[src/source/sram_defines.svh]
`ifndef SRAM_DEFINES_SVH
`define SRAM_DEFINES_SVH

// width of one data word
`define SRAM_DATA_W 32

// wishbone word address width, covers all banks
`define SRAM_ADDR_W 10

// bank count and the width of the bank index
`define SRAM_NUM_BANKS 4
`define SRAM_BANK_SEL_W 2

// words held by each bank
`define SRAM_BANK_DEPTH 256
`define SRAM_BANK_ADDR_W (`SRAM_ADDR_W - `SRAM_BANK_SEL_W)

// 1 builds each bank from the two-port array plus an output register,
// 0 infers a single-port array
`define SRAM_SUBST_1R1W 1

// request to valid bank output, in cycles
`define SRAM_RD_LAT (`SRAM_SUBST_1R1W + 1)

`endif

[src/source/sram_pkg.sv]
`include "sram_defines.svh"

package sram_pkg;

   // one data word as stored and returned on the bus
   typedef logic [`SRAM_DATA_W-1:0] word_t;

   // wishbone word address, bank index in the low bits
   typedef logic [`SRAM_ADDR_W-1:0] wb_addr_t;

   // address inside one bank
   typedef logic [`SRAM_BANK_ADDR_W-1:0] bank_addr_t;

   // bank index
   typedef logic [`SRAM_BANK_SEL_W-1:0] bank_sel_t;

   // front end FSM
   //   IDLE  waits for cyc and stb
   //   WAIT  counts the bank latency
   //   ACK   one cycle of ack
   typedef enum logic [1:0]
   {
      IDLE,
      WAIT,
      ACK
   } front_state_t;

endpackage

[src/source/bank_read_mux.sv]
`timescale 1ns/100ps
`include "sram_defines.svh"

module bank_read_mux
(
   input  logic                                  clk_i,
   input  logic                                  rst_n_i,
   input  logic                                  rd_start_i,
   input  sram_pkg::bank_sel_t                   rd_bank_i,
   input  sram_pkg::word_t [`SRAM_NUM_BANKS-1:0] bank_data_i,
   output sram_pkg::word_t                       wb_dat_o
);

   localparam int RD_LAT = `SRAM_RD_LAT;

   // bank index travelling alongside the read in flight
   sram_pkg::bank_sel_t sel_q [RD_LAT];

   always_ff @(posedge clk_i or negedge rst_n_i)
   begin
      if (!rst_n_i)
      begin
         for (int s = 0; s < RD_LAT; s++)
         begin
            sel_q[s] <= '0;
         end
      end
      else
      begin
         // first stage loads only when a read starts
         if (rd_start_i)
         begin
            sel_q[0] <= rd_bank_i;
         end
         for (int s = 1; s < RD_LAT; s++)
         begin
            sel_q[s] <= sel_q[s-1];
         end
      end
   end

   // last stage lines up with the bank output and the ack cycle
   assign wb_dat_o = bank_data_i[sel_q[RD_LAT-1]];

endmodule

[config.mk]
export PLATFORM = sky130hd
export DESIGN_NAME = bank_read_mux
export DESIGN_NICKNAME = d
export VERILOG_FILES = /design/src/source/sram_pkg.sv /design/src/source/bank_read_mux.sv
export VERILOG_INCLUDE_DIRS = /design/src /design/src/source
export SDC_FILE = /design/constraint.sdc
export NUM_CORES = 1
export LEC_CHECK = 0
export BUFFER_PORTS_ARGS = -buffer_cell sky130_fd_sc_hd__buf_2
export CORE_AREA = 2 2 64 66
export DETAILED_ROUTE_END_ITERATION = 16
export DIE_AREA = 0 0 66 68
export GPL_TIMING_DRIVEN = 0
export PLACE_DENSITY_LB_ADDON = 0.2
export SYNTH_ARGS = -nofsm -noshare
export SYNTH_HDL_FRONTEND = slang
export SYNTH_SLANG_ARGS = --single-unit
[constraint.sdc]
create_clock -name clk_i -period 1.84 [get_ports clk_i]
set_input_delay 0.368 -clock clk_i [delete_from_list [all_inputs] [get_ports clk_i]]
set_output_delay 0.368 -clock clk_i [all_outputs]
set_load 0.02 [all_outputs]
==> impl_metrics.env <==
export IMPL_outcome="complete, but fails checks"
export IMPL_violations="negative setup slack"
export IMPL_place_area_sq_mm=0.00182
export IMPL_critPathCaptureType="output pin"
export IMPL_rows=23
export IMPL_cts_resized_gates=0
export IMPL_grt_pass1_vias=1268
export IMPL_avgSynthCellArea_sq_um=20.8
export IMPL_wl_per_cell_microns=14.2
export IMPL_cp_data_arrival_time_ps=1520
export IMPL_antenna_found_initial=0
export IMPL_drive_above_1_share_pct=96.7
export IMPL_cts_tree="done"
export IMPL_critPathMaxStageDelay_ps=500
export IMPL_post_route_period_util_pct=103
export IMPL_coreArea_sq_mm=0.00386
export IMPL_cts_setup_buffers=0
export IMPL_htreeDepth=1
export IMPL_p_leak_uw=0.000983
export IMPL_ys_seq_area_share_pct=10.7
export IMPL_holdPathStages=0
export IMPL_synth_distinct_cells=7
export IMPL_worstPathRequired_ps=1470
export IMPL_grt_total_usage_pct=15.6
export IMPL_worst_skew_pair_late_latency_ps=220
export IMPL_largest_reg_flops=4
export IMPL_min_to="sel_q[1]$_DFF_PN0_"
export IMPL_syn2layout_area_growth_pct=99.7
export IMPL_hold_path_class="flop to flop"
export IMPL_cts_sinks=4
export IMPL_fin_nets=348
export IMPL_setup_viol=30
export IMPL_fin_crit_ps=1890
export IMPL_syn_instance_count=45
export IMPL_rrSetupSlack_ps=1100
export IMPL_drtIter0Drc=33
export IMPL_fin_area_sq_mm=0.00187
export IMPL_rr_worst_depth=1
export IMPL_critPathKind="flop to output pin"
export IMPL_min_delay_start="sel_q[3]$_DFFE_PN0P_"
export IMPL_ys_warn_count=0
export IMPL_cts_made_buffers=3
export IMPL_drc_errors=0
export IMPL_clkTransAtPathRegs_ps=30
export IMPL_io_pins=165
export IMPL_die_h_microns=68
export IMPL_grt_pass1_wl_mm=5.31
export IMPL_first_pass_iters=3
export IMPL_hold_viol_final=0
export IMPL_grt_max_degree=11
export IMPL_cts_root_buf="clkbuf_8"
export IMPL_r2r_end="sel_q[2]$_DFFE_PN0P_"
export IMPL_r2r_start="sel_q[2]$_DFFE_PN0P_"
export IMPL_routed_wirelength_mm=3.73
export IMPL_die_x_microns=66
export IMPL_path_delay_family="multiplexers"
export IMPL_powerDensity_mw_per_mm2=517
export IMPL_timing_final_ws_setup_ps=-50.3
export IMPL_clock_path_buffers=2
export IMPL_netlist_area_sq_um=937
export IMPL_cp_slowest_cell="mux4_2"
export IMPL_synth_nets=178
export IMPL_final_cell_mix="buf_2 (167), mux4_2 (30), dfrtp_1 (4), buf_12 (3), clkbuf_8 (3)"
export IMPL_initial_core_util_pct=24.3
export IMPL_postRouteAntennaNets=0
export IMPL_drv_slew=0
export IMPL_cp_num_buf_inv=3
export IMPL_slew_headroom_pct=83.4
export IMPL_overflow=0
export IMPL_n_antenna_cell=0
export IMPL_fmax_mhz=529
export IMPL_layout_cells_most_common="buf_2"
export IMPL_holdWs_ps=367
export IMPL_num_vias=1238
export IMPL_critPathMaxFanout=10
export IMPL_regMostFlops="sel_q"
export IMPL_gp_congestion=0.706
export IMPL_fin_worst_skew_ps=0.0309
export IMPL_fp_dieArea_sq_mm=0.00449
export IMPL_crit_chain="buf_6, buf_12, mux4_2, buf_2"
export IMPL_cp_start_kind="flop"
export IMPL_drv_cap=0
export IMPL_rsz0062_at_grt="yes"
export IMPL_port_buffers=164
export IMPL_tightestPinTransition_ps=250
export IMPL_drt_vias_per_instance=4.71
export IMPL_top_regs="sel_q (4)"
export IMPL_synth_seq_cells=4
export IMPL_place_hpwl_mm=3.36
export IMPL_peakVddDrop_mv=0.376
-- kinds of logic (layout without fill, tap and decap cells) --
logic type / count (synthesis) / count (layout) / synth area share [%]
buffers and inverters: 7 / 175 / 9.21
muxes: 34 / 34 / 80.1
DFF: 4 / 4 / 10.7
-- power by group --
part / total (uW) / switching (uW) / leakage (uW) / internal, uW
Combinational: 680 / 309 / 0.000915 / 371
Clock: 184 / 44.7 / 0.0000216 / 139
Sequential: 103 / 5.70 / 0.0000468 / 97.4
Total: 968 / 360 / 0.000983 / 608
-- cell usage after synthesis --
library cell	number	area (sq um)
mux4_2	30	676
dfrtp_1	4	100
buf_12	3	60.1
buf_2	3	15.0
mux2_2	2	22.5
mux4_1	2	52.6
buf_6	1	11.3
-- routing by layer --
layer  track usage (%)  share of wire [%]  vias to the layer above  wire length, microns
met5                 0                  0                        -                     0
li1                  -                  -                      566                     -
met4              7.40                2.4                        0                    91
met2              31.8                 58                       83                  2170
met1              14.4                 28                      579                  1040
met3              3.62                 11                       10                   425
-- how the worst max path moves through the flow --
| stage | from | endpoint | slack, ps | cells after the start |
|---|---|---|---|---|
| floorplan | sel_q[0]$_DFF_PN0_ | wb_dat_o[10] | 310 | 3 |
| global placement | sel_q[0]$_DFF_PN0_ | wb_dat_o[17] | 150 | 4 |
| detailed placement | sel_q[0]$_DFF_PN0_ | wb_dat_o[17] | 160 | 4 |
| global route | sel_q[0]$_DFF_PN0_ | wb_dat_o[17] | -110 | 4 |
| finish | sel_q[0]$_DFF_PN0_ | wb_dat_o[18] | -50 | 4 |
| CTS | sel_q[0]$_DFF_PN0_ | wb_dat_o[17] | -80 | 4 |
-- layout make-up --
class	count	area [sq um]
Buffer	7	86.3
Clock buffer	3	41.3
Fill cell	396	1980
Multi-Input combinational cell	34	751
Sequential cell	4	100
Tap cell	50	62.6
Timing Repair Buffer	165	831
-- through the flow --
stage	utilization, %	total power (uW)	std cells	setup slack, ps	setup TNS [ps]
CTS	48.5	986	263	-77.3	-1660
floorplan	-	534	45	308	0
detailed placement	47.2	791	259	156	0
global route	48.5	1030	263	-106	-2720
finish	48.5	968	263	-50.3	-965
global placement	47.2	782	259	149	0
-- what timing repair did --
| action | CTS | global route |
|---|---|---|
| pin swaps | 0 | 0 |
| hold endpoints to repair | 4 | 0 |
| hold buffers | 1 | 0 |
| setup endpoints to repair | 30 | 31 |
(Power assumes the default switching activity.)
