`src/source/sram_defines.svh`:
```
`ifndef SRAM_DEFINES_SVH
`define SRAM_DEFINES_SVH

// width of one data word
`define SRAM_DATA_W 32

// wishbone word address width, covers all banks
`define SRAM_ADDR_W 10

// bank count and the width of the bank index
`define SRAM_NUM_BANKS 4
`define SRAM_BANK_SEL_W 2

// words held by each bank
`define SRAM_BANK_DEPTH 256
`define SRAM_BANK_ADDR_W (`SRAM_ADDR_W - `SRAM_BANK_SEL_W)

// 1 builds each bank from the two-port array plus an output register,
// 0 infers a single-port array
`define SRAM_SUBST_1R1W 1

// request to valid bank output, in cycles
`define SRAM_RD_LAT (`SRAM_SUBST_1R1W + 1)

`endif

```
`src/source/sram_pkg.sv`:
```
`include "sram_defines.svh"

package sram_pkg;

   // one data word as stored and returned on the bus
   typedef logic [`SRAM_DATA_W-1:0] word_t;

   // wishbone word address, bank index in the low bits
   typedef logic [`SRAM_ADDR_W-1:0] wb_addr_t;

   // address inside one bank
   typedef logic [`SRAM_BANK_ADDR_W-1:0] bank_addr_t;

   // bank index
   typedef logic [`SRAM_BANK_SEL_W-1:0] bank_sel_t;

   // front end FSM
   //   IDLE  waits for cyc and stb
   //   WAIT  counts the bank latency
   //   ACK   one cycle of ack
   typedef enum logic [1:0]
   {
      IDLE,
      WAIT,
      ACK
   } front_state_t;

endpackage

```
`src/source/wb_bank_front.sv`:
```
`timescale 1ns/100ps
`include "sram_defines.svh"

module wb_bank_front
(
   input  logic                       clk_i,
   input  logic                       rst_n_i,
   input  logic                       wb_cyc_i,
   input  logic                       wb_stb_i,
   input  logic                       wb_we_i,
   input  sram_pkg::wb_addr_t         wb_adr_i,
   input  sram_pkg::word_t            wb_dat_i,
   output logic                       wb_ack_o,
   output logic [`SRAM_NUM_BANKS-1:0] bank_v_o,
   output logic                       bank_w_o,
   output sram_pkg::bank_addr_t       bank_addr_o,
   output sram_pkg::word_t            bank_data_o,
   output logic                       rd_start_o,
   output sram_pkg::bank_sel_t        rd_bank_o
);

   localparam int CNT_W = $clog2(`SRAM_RD_LAT + 1);
   localparam logic [CNT_W-1:0] CNT_LOAD = CNT_W'(`SRAM_RD_LAT - 1);

   sram_pkg::front_state_t     state_q;
   logic [CNT_W-1:0]           lat_cnt_q;
   logic                       req;
   logic                       accept;
   sram_pkg::bank_sel_t        req_bank;
   sram_pkg::bank_addr_t       req_addr;
   logic [`SRAM_NUM_BANKS-1:0] req_onehot;

   assign req = wb_cyc_i & wb_stb_i;

   // only taken in IDLE, the master holds it through WAIT and ACK
   assign accept = (state_q == sram_pkg::IDLE) && req;

   // low address bits pick the bank, the rest address the word inside it
   assign req_bank = wb_adr_i[`SRAM_BANK_SEL_W-1:0];
   assign req_addr = wb_adr_i[`SRAM_ADDR_W-1:`SRAM_BANK_SEL_W];

   always_comb
   begin
      for (int b = 0; b < `SRAM_NUM_BANKS; b++)
      begin
         req_onehot[b] = (req_bank == b);
      end
   end

   // request fields, qualified by bank_v_o downstream
   always_ff @(posedge clk_i)
   begin
      if (accept)
      begin
         bank_w_o    <= wb_we_i;
         bank_addr_o <= req_addr;
         bank_data_o <= wb_dat_i;
         rd_bank_o   <= req_bank;
      end
   end

   // writes wait as long as reads so every access acks at the same point
   always_ff @(posedge clk_i or negedge rst_n_i)
   begin
      if (!rst_n_i)
      begin
         state_q    <= sram_pkg::IDLE;
         lat_cnt_q  <= '0;
         bank_v_o   <= '0;
         rd_start_o <= 1'b0;
         wb_ack_o   <= 1'b0;
      end
      else
      begin
         // strobes are single cycle
         bank_v_o   <= '0;
         rd_start_o <= 1'b0;
         wb_ack_o   <= 1'b0;
         case (state_q)
            sram_pkg::IDLE:
            begin
               if (req)
               begin
                  bank_v_o   <= req_onehot;
                  rd_start_o <= ~wb_we_i;
                  lat_cnt_q  <= CNT_LOAD;
                  state_q    <= sram_pkg::WAIT;
               end
            end
            sram_pkg::WAIT:
            begin
               if (lat_cnt_q == '0)
               begin
                  wb_ack_o <= 1'b1;
                  state_q  <= sram_pkg::ACK;
               end
               else
               begin
                  lat_cnt_q <= lat_cnt_q - 1'b1;
               end
            end
            default:
            begin
               // ack is up this cycle, back to IDLE for the next request
               state_q <= sram_pkg::IDLE;
            end
         endcase
      end
   end

endmodule

```
`config.mk`:
```
export PLATFORM = sky130hd
export DESIGN_NAME = wb_bank_front
export DESIGN_NICKNAME = d
export VERILOG_FILES = /design/src/source/sram_pkg.sv /design/src/source/wb_bank_front.sv
export VERILOG_INCLUDE_DIRS = /design/src /design/src/source
export SDC_FILE = /design/constraint.sdc
export NUM_CORES = 1
export LEC_CHECK = 0
export BUFFER_PORTS_ARGS = -buffer_cell sky130_fd_sc_hd__buf_2
export CAP_MARGIN = 10
export CELL_PAD_IN_SITES_DETAIL_PLACEMENT = 1
export CELL_PAD_IN_SITES_GLOBAL_PLACEMENT = 1
export CORE_UTILIZATION = 30
export CTS_CLUSTER_SIZE = 28
export DETAILED_ROUTE_END_ITERATION = 8
export GPL_TIMING_DRIVEN = 1
export PLACE_DENSITY_LB_ADDON = 0.1
export RECOVER_POWER = 100
export SLEW_MARGIN = 20
export SYNTH_ARGS = -nofsm -noshare
export SYNTH_HDL_FRONTEND = slang
export SYNTH_SLANG_ARGS = --single-unit
export TNS_END_PERCENT = 50
```
`constraint.sdc`:
```
create_clock -name clk_i -period 2.3 [get_ports clk_i]
set_clock_uncertainty 0.15 [all_clocks]
set_input_delay 0.23 -clock clk_i [delete_from_list [all_inputs] [get_ports clk_i]]
set_output_delay 0.23 -clock clk_i [all_outputs]
set_load 0.005 [all_outputs]
```
==> metrics <==
run status=finished clean; Max rail drop VDD=0.344 mV; DRC errors left=0; Die X=76.8 µm; Die H=76.8 µm; Largest stage delay, worst path=0.43 ns; XOR/XNOR Fraction of Synth Area=0; Seq/Total Area, Yosys=0.919; final worst-path cycle share=0.780; pwr dens=766 nW/µm²; Post-Synthesis Cells=74; post-CTS sizing=0; clk slew on worst S/H paths=0.09 ns; hold-critical path depth=3; Finish-stage setup viols=0; worst-margin pin slew=0.548 ns; PortBufs=95; Sink Count=53; CP Data Required Time=2.16 ns; Fin Hold WS=0.117 ns; FF-to-FF path depth=4; mux share of post-synthesis cell area=0; CP max stage cell=dfrtp_1; min-delay worst type=input port to flip-flop; WP buf/inv=2; fmax=557 MHz; Pre-antenna DRT Iters=4; Slew headroom=0.634; syn avg cell area=22.7 µm²; Initial Util=0.320; gr usage total=0.137; Finished Core Util=0.522; largest family of logic cells by synthesized area=simple AND/OR/NAND/NOR gates; initial antenna violation count=0; TritonCTS clock tree=built; r2r startpoint=state_q[1]; Syn Std Cell Area=1680 µm²; first-pass GRT wire length=6070 µm; via count=1217; Setup TNS=0 ns; Synth Area in Compound Gates=0.00821; postcts setup bufs=0; crit end category=flip-flop; Final min period=1.79 ns; Overflow after GRT=0; CTS Buf Count=5; Detailed Route WL=4020 µm; Post-Synth Simple-Gate Area=0.0537; I/O pin total=96; Clock Tree Buf Depth=2; post-synth cell types=16; FF+latch count, synth=53; layout cells sized above 1=0.338; Worst R2R End=bank_w_o; Min-Delay Endpoint=rd_start_o; synthesis-to-finish area growth=63.2%; Antenna Cells=0; static leakage=1.12 nW; top cell family by delay on the critical path=buffers and inverters; antenna-violating nets left=0; hold_sp=wb_stb_i; vias per cell=4.17; largest net degree at the start of global routing=31; row cnt=26; Root Driver=clkbuf_8; clk_lat worst skew=0.30 ns; Setup crit start kind=flip-flop; Final HPWL DP=2640 µm; fin nets=269; Die Area=5890 µm²; core outline area=5240 µm²; Post-Syn Nets=122; Worst Setup Path Type=flip-flop to flip-flop; Post-CTS Hold Fix Bufs=44; unrepaired setup endpoints after global routing=false; r2r setup slk=0.51 ns; WL/cell=13.8 µm; Final Hold Fails=0; post-route setup slack=0.506 ns; crit-path cells=nor2_2, nand3_1, inv_2, buf_12; CTS H-Tree Depth=2; RePlAce Congestion=0.715; worst slack at placement=0.567 ns; Final Slew Violations=0; adder-cell share of the synthesized area=0.00746; CP max FO=30; vias in the first global route=1306; Worst EP arrival=1.65 ns; # Max-Cap Violations=0; iteration-0 DRC count of the detailed router=43; Warnings, synthesis=0
==> routing by layer <==
layer,part of all wire,global-route usage
met4,0.024,0.0712
met2,0.53,0.251
met5,0,0
met1,0.36,0.135
met3,0.088,0.0464
==> metrics by stage <==
stage	power, W	area (µm²)	cells
6_report	0.00210	2740	292
5_1_grt	0.00220	2740	292
4_1_cts	0.00214	2790	292
3_5_place_dp	0.00159	2260	240
3_3_place_gp	0.00157	2260	240
2_1_floorplan	0.00140	1680	74
==> cells in the mapped netlist <==
| cell | number | area [µm²] |
|---|---|---|
| a21oi_1 | 1 | 5.00 |
| a22o_1 | 1 | 8.76 |
| and3_1 | 1 | 6.26 |
| and3b_2 | 2 | 20.0 |
| dfrtp_1 | 10 | 250 |
| edfxtp_1 | 43 | 1290 |
| ha_1 | 1 | 12.5 |
| inv_1 | 4 | 15.0 |
| inv_2 | 1 | 3.75 |
| nand2_1 | 1 | 3.75 |
| nand3_2 | 1 | 10.0 |
| nor2_1 | 2 | 7.51 |
| nor2_2 | 2 | 12.5 |
| nor3_1 | 2 | 10.0 |
| nor3b_1 | 1 | 7.51 |
| nor3b_2 | 1 | 12.5 |
==> registers in the layout, indices dropped and copies added (netlist names), 2 cells and up <==
register,count
bank_data_o,32
rd_bank_o,2
state_q,2
bank_v_o,4
bank_addr_o,8
lat_cnt_q,2
==> layout by cell type (no fill, tap or decap), types with 2 or more instances in the layout <==
cell,netlist,layout
buf_2,0,61
dlygate4sd3_1,0,44
edfxtp_1,43,43
clkbuf_1,0,34
dfrtp_1,10,10
clkbuf_8,0,5
inv_1,4,4
nor2_1,2,3
nor3_1,2,2
and3b_2,2,2
clkinv_2,0,2
==> worst max path at each step <==
stage                          start              end  slack, ns  cells after the start
after floorplan           state_q[1]     lat_cnt_q[1]       0.60                      5
after global placement    state_q[1]  bank_data_o[15]       0.63                      4
after detailed placement  state_q[1]  bank_data_o[12]       0.57                      4
after CTS                 state_q[1]  bank_data_o[12]       0.54                      4
after global routing      state_q[1]  bank_data_o[19]       0.39                      4
final                     state_q[1]         bank_w_o       0.51                      4
==> power breakdown <==
group          switching (W)  leakage, nW  total [W]  internal, W
sequential         0.0000461        0.529    0.00123      0.00119
clock               0.000283       0.0439   0.000493     0.000210
combinational       0.000185        0.552   0.000369     0.000183
==> cell type report <==
cell class | instances | area (µm²)
multi-input combinational | 16 | 109
timing repair buffer | 140 | 893
inverter | 5 | 18.8
clock buffer | 5 | 68.8
clock inverter | 3 | 17.5
sequential | 53 | 1540
fill | 565 | 2500
tap | 70 | 87.6
==> tightest hold or removal path, stage by stage <==
cell	delay, ns
buf_2	0.10
nand3_1	0.15
nor2_1	0.05
==> logic make-up (layout without fill, tap and decap cells) <==
family / count (synthesis) / count (layout)
buffers and inverters: 5 / 153
AND/OR/NAND/NOR: 13 / 13
AO/OA/AOI/OAI: 2 / 2
flip-flops: 53 / 53
adder cells (fa/ha/maj): 1 / 1
No activity file was read; power rests on OpenSTA's default activity.
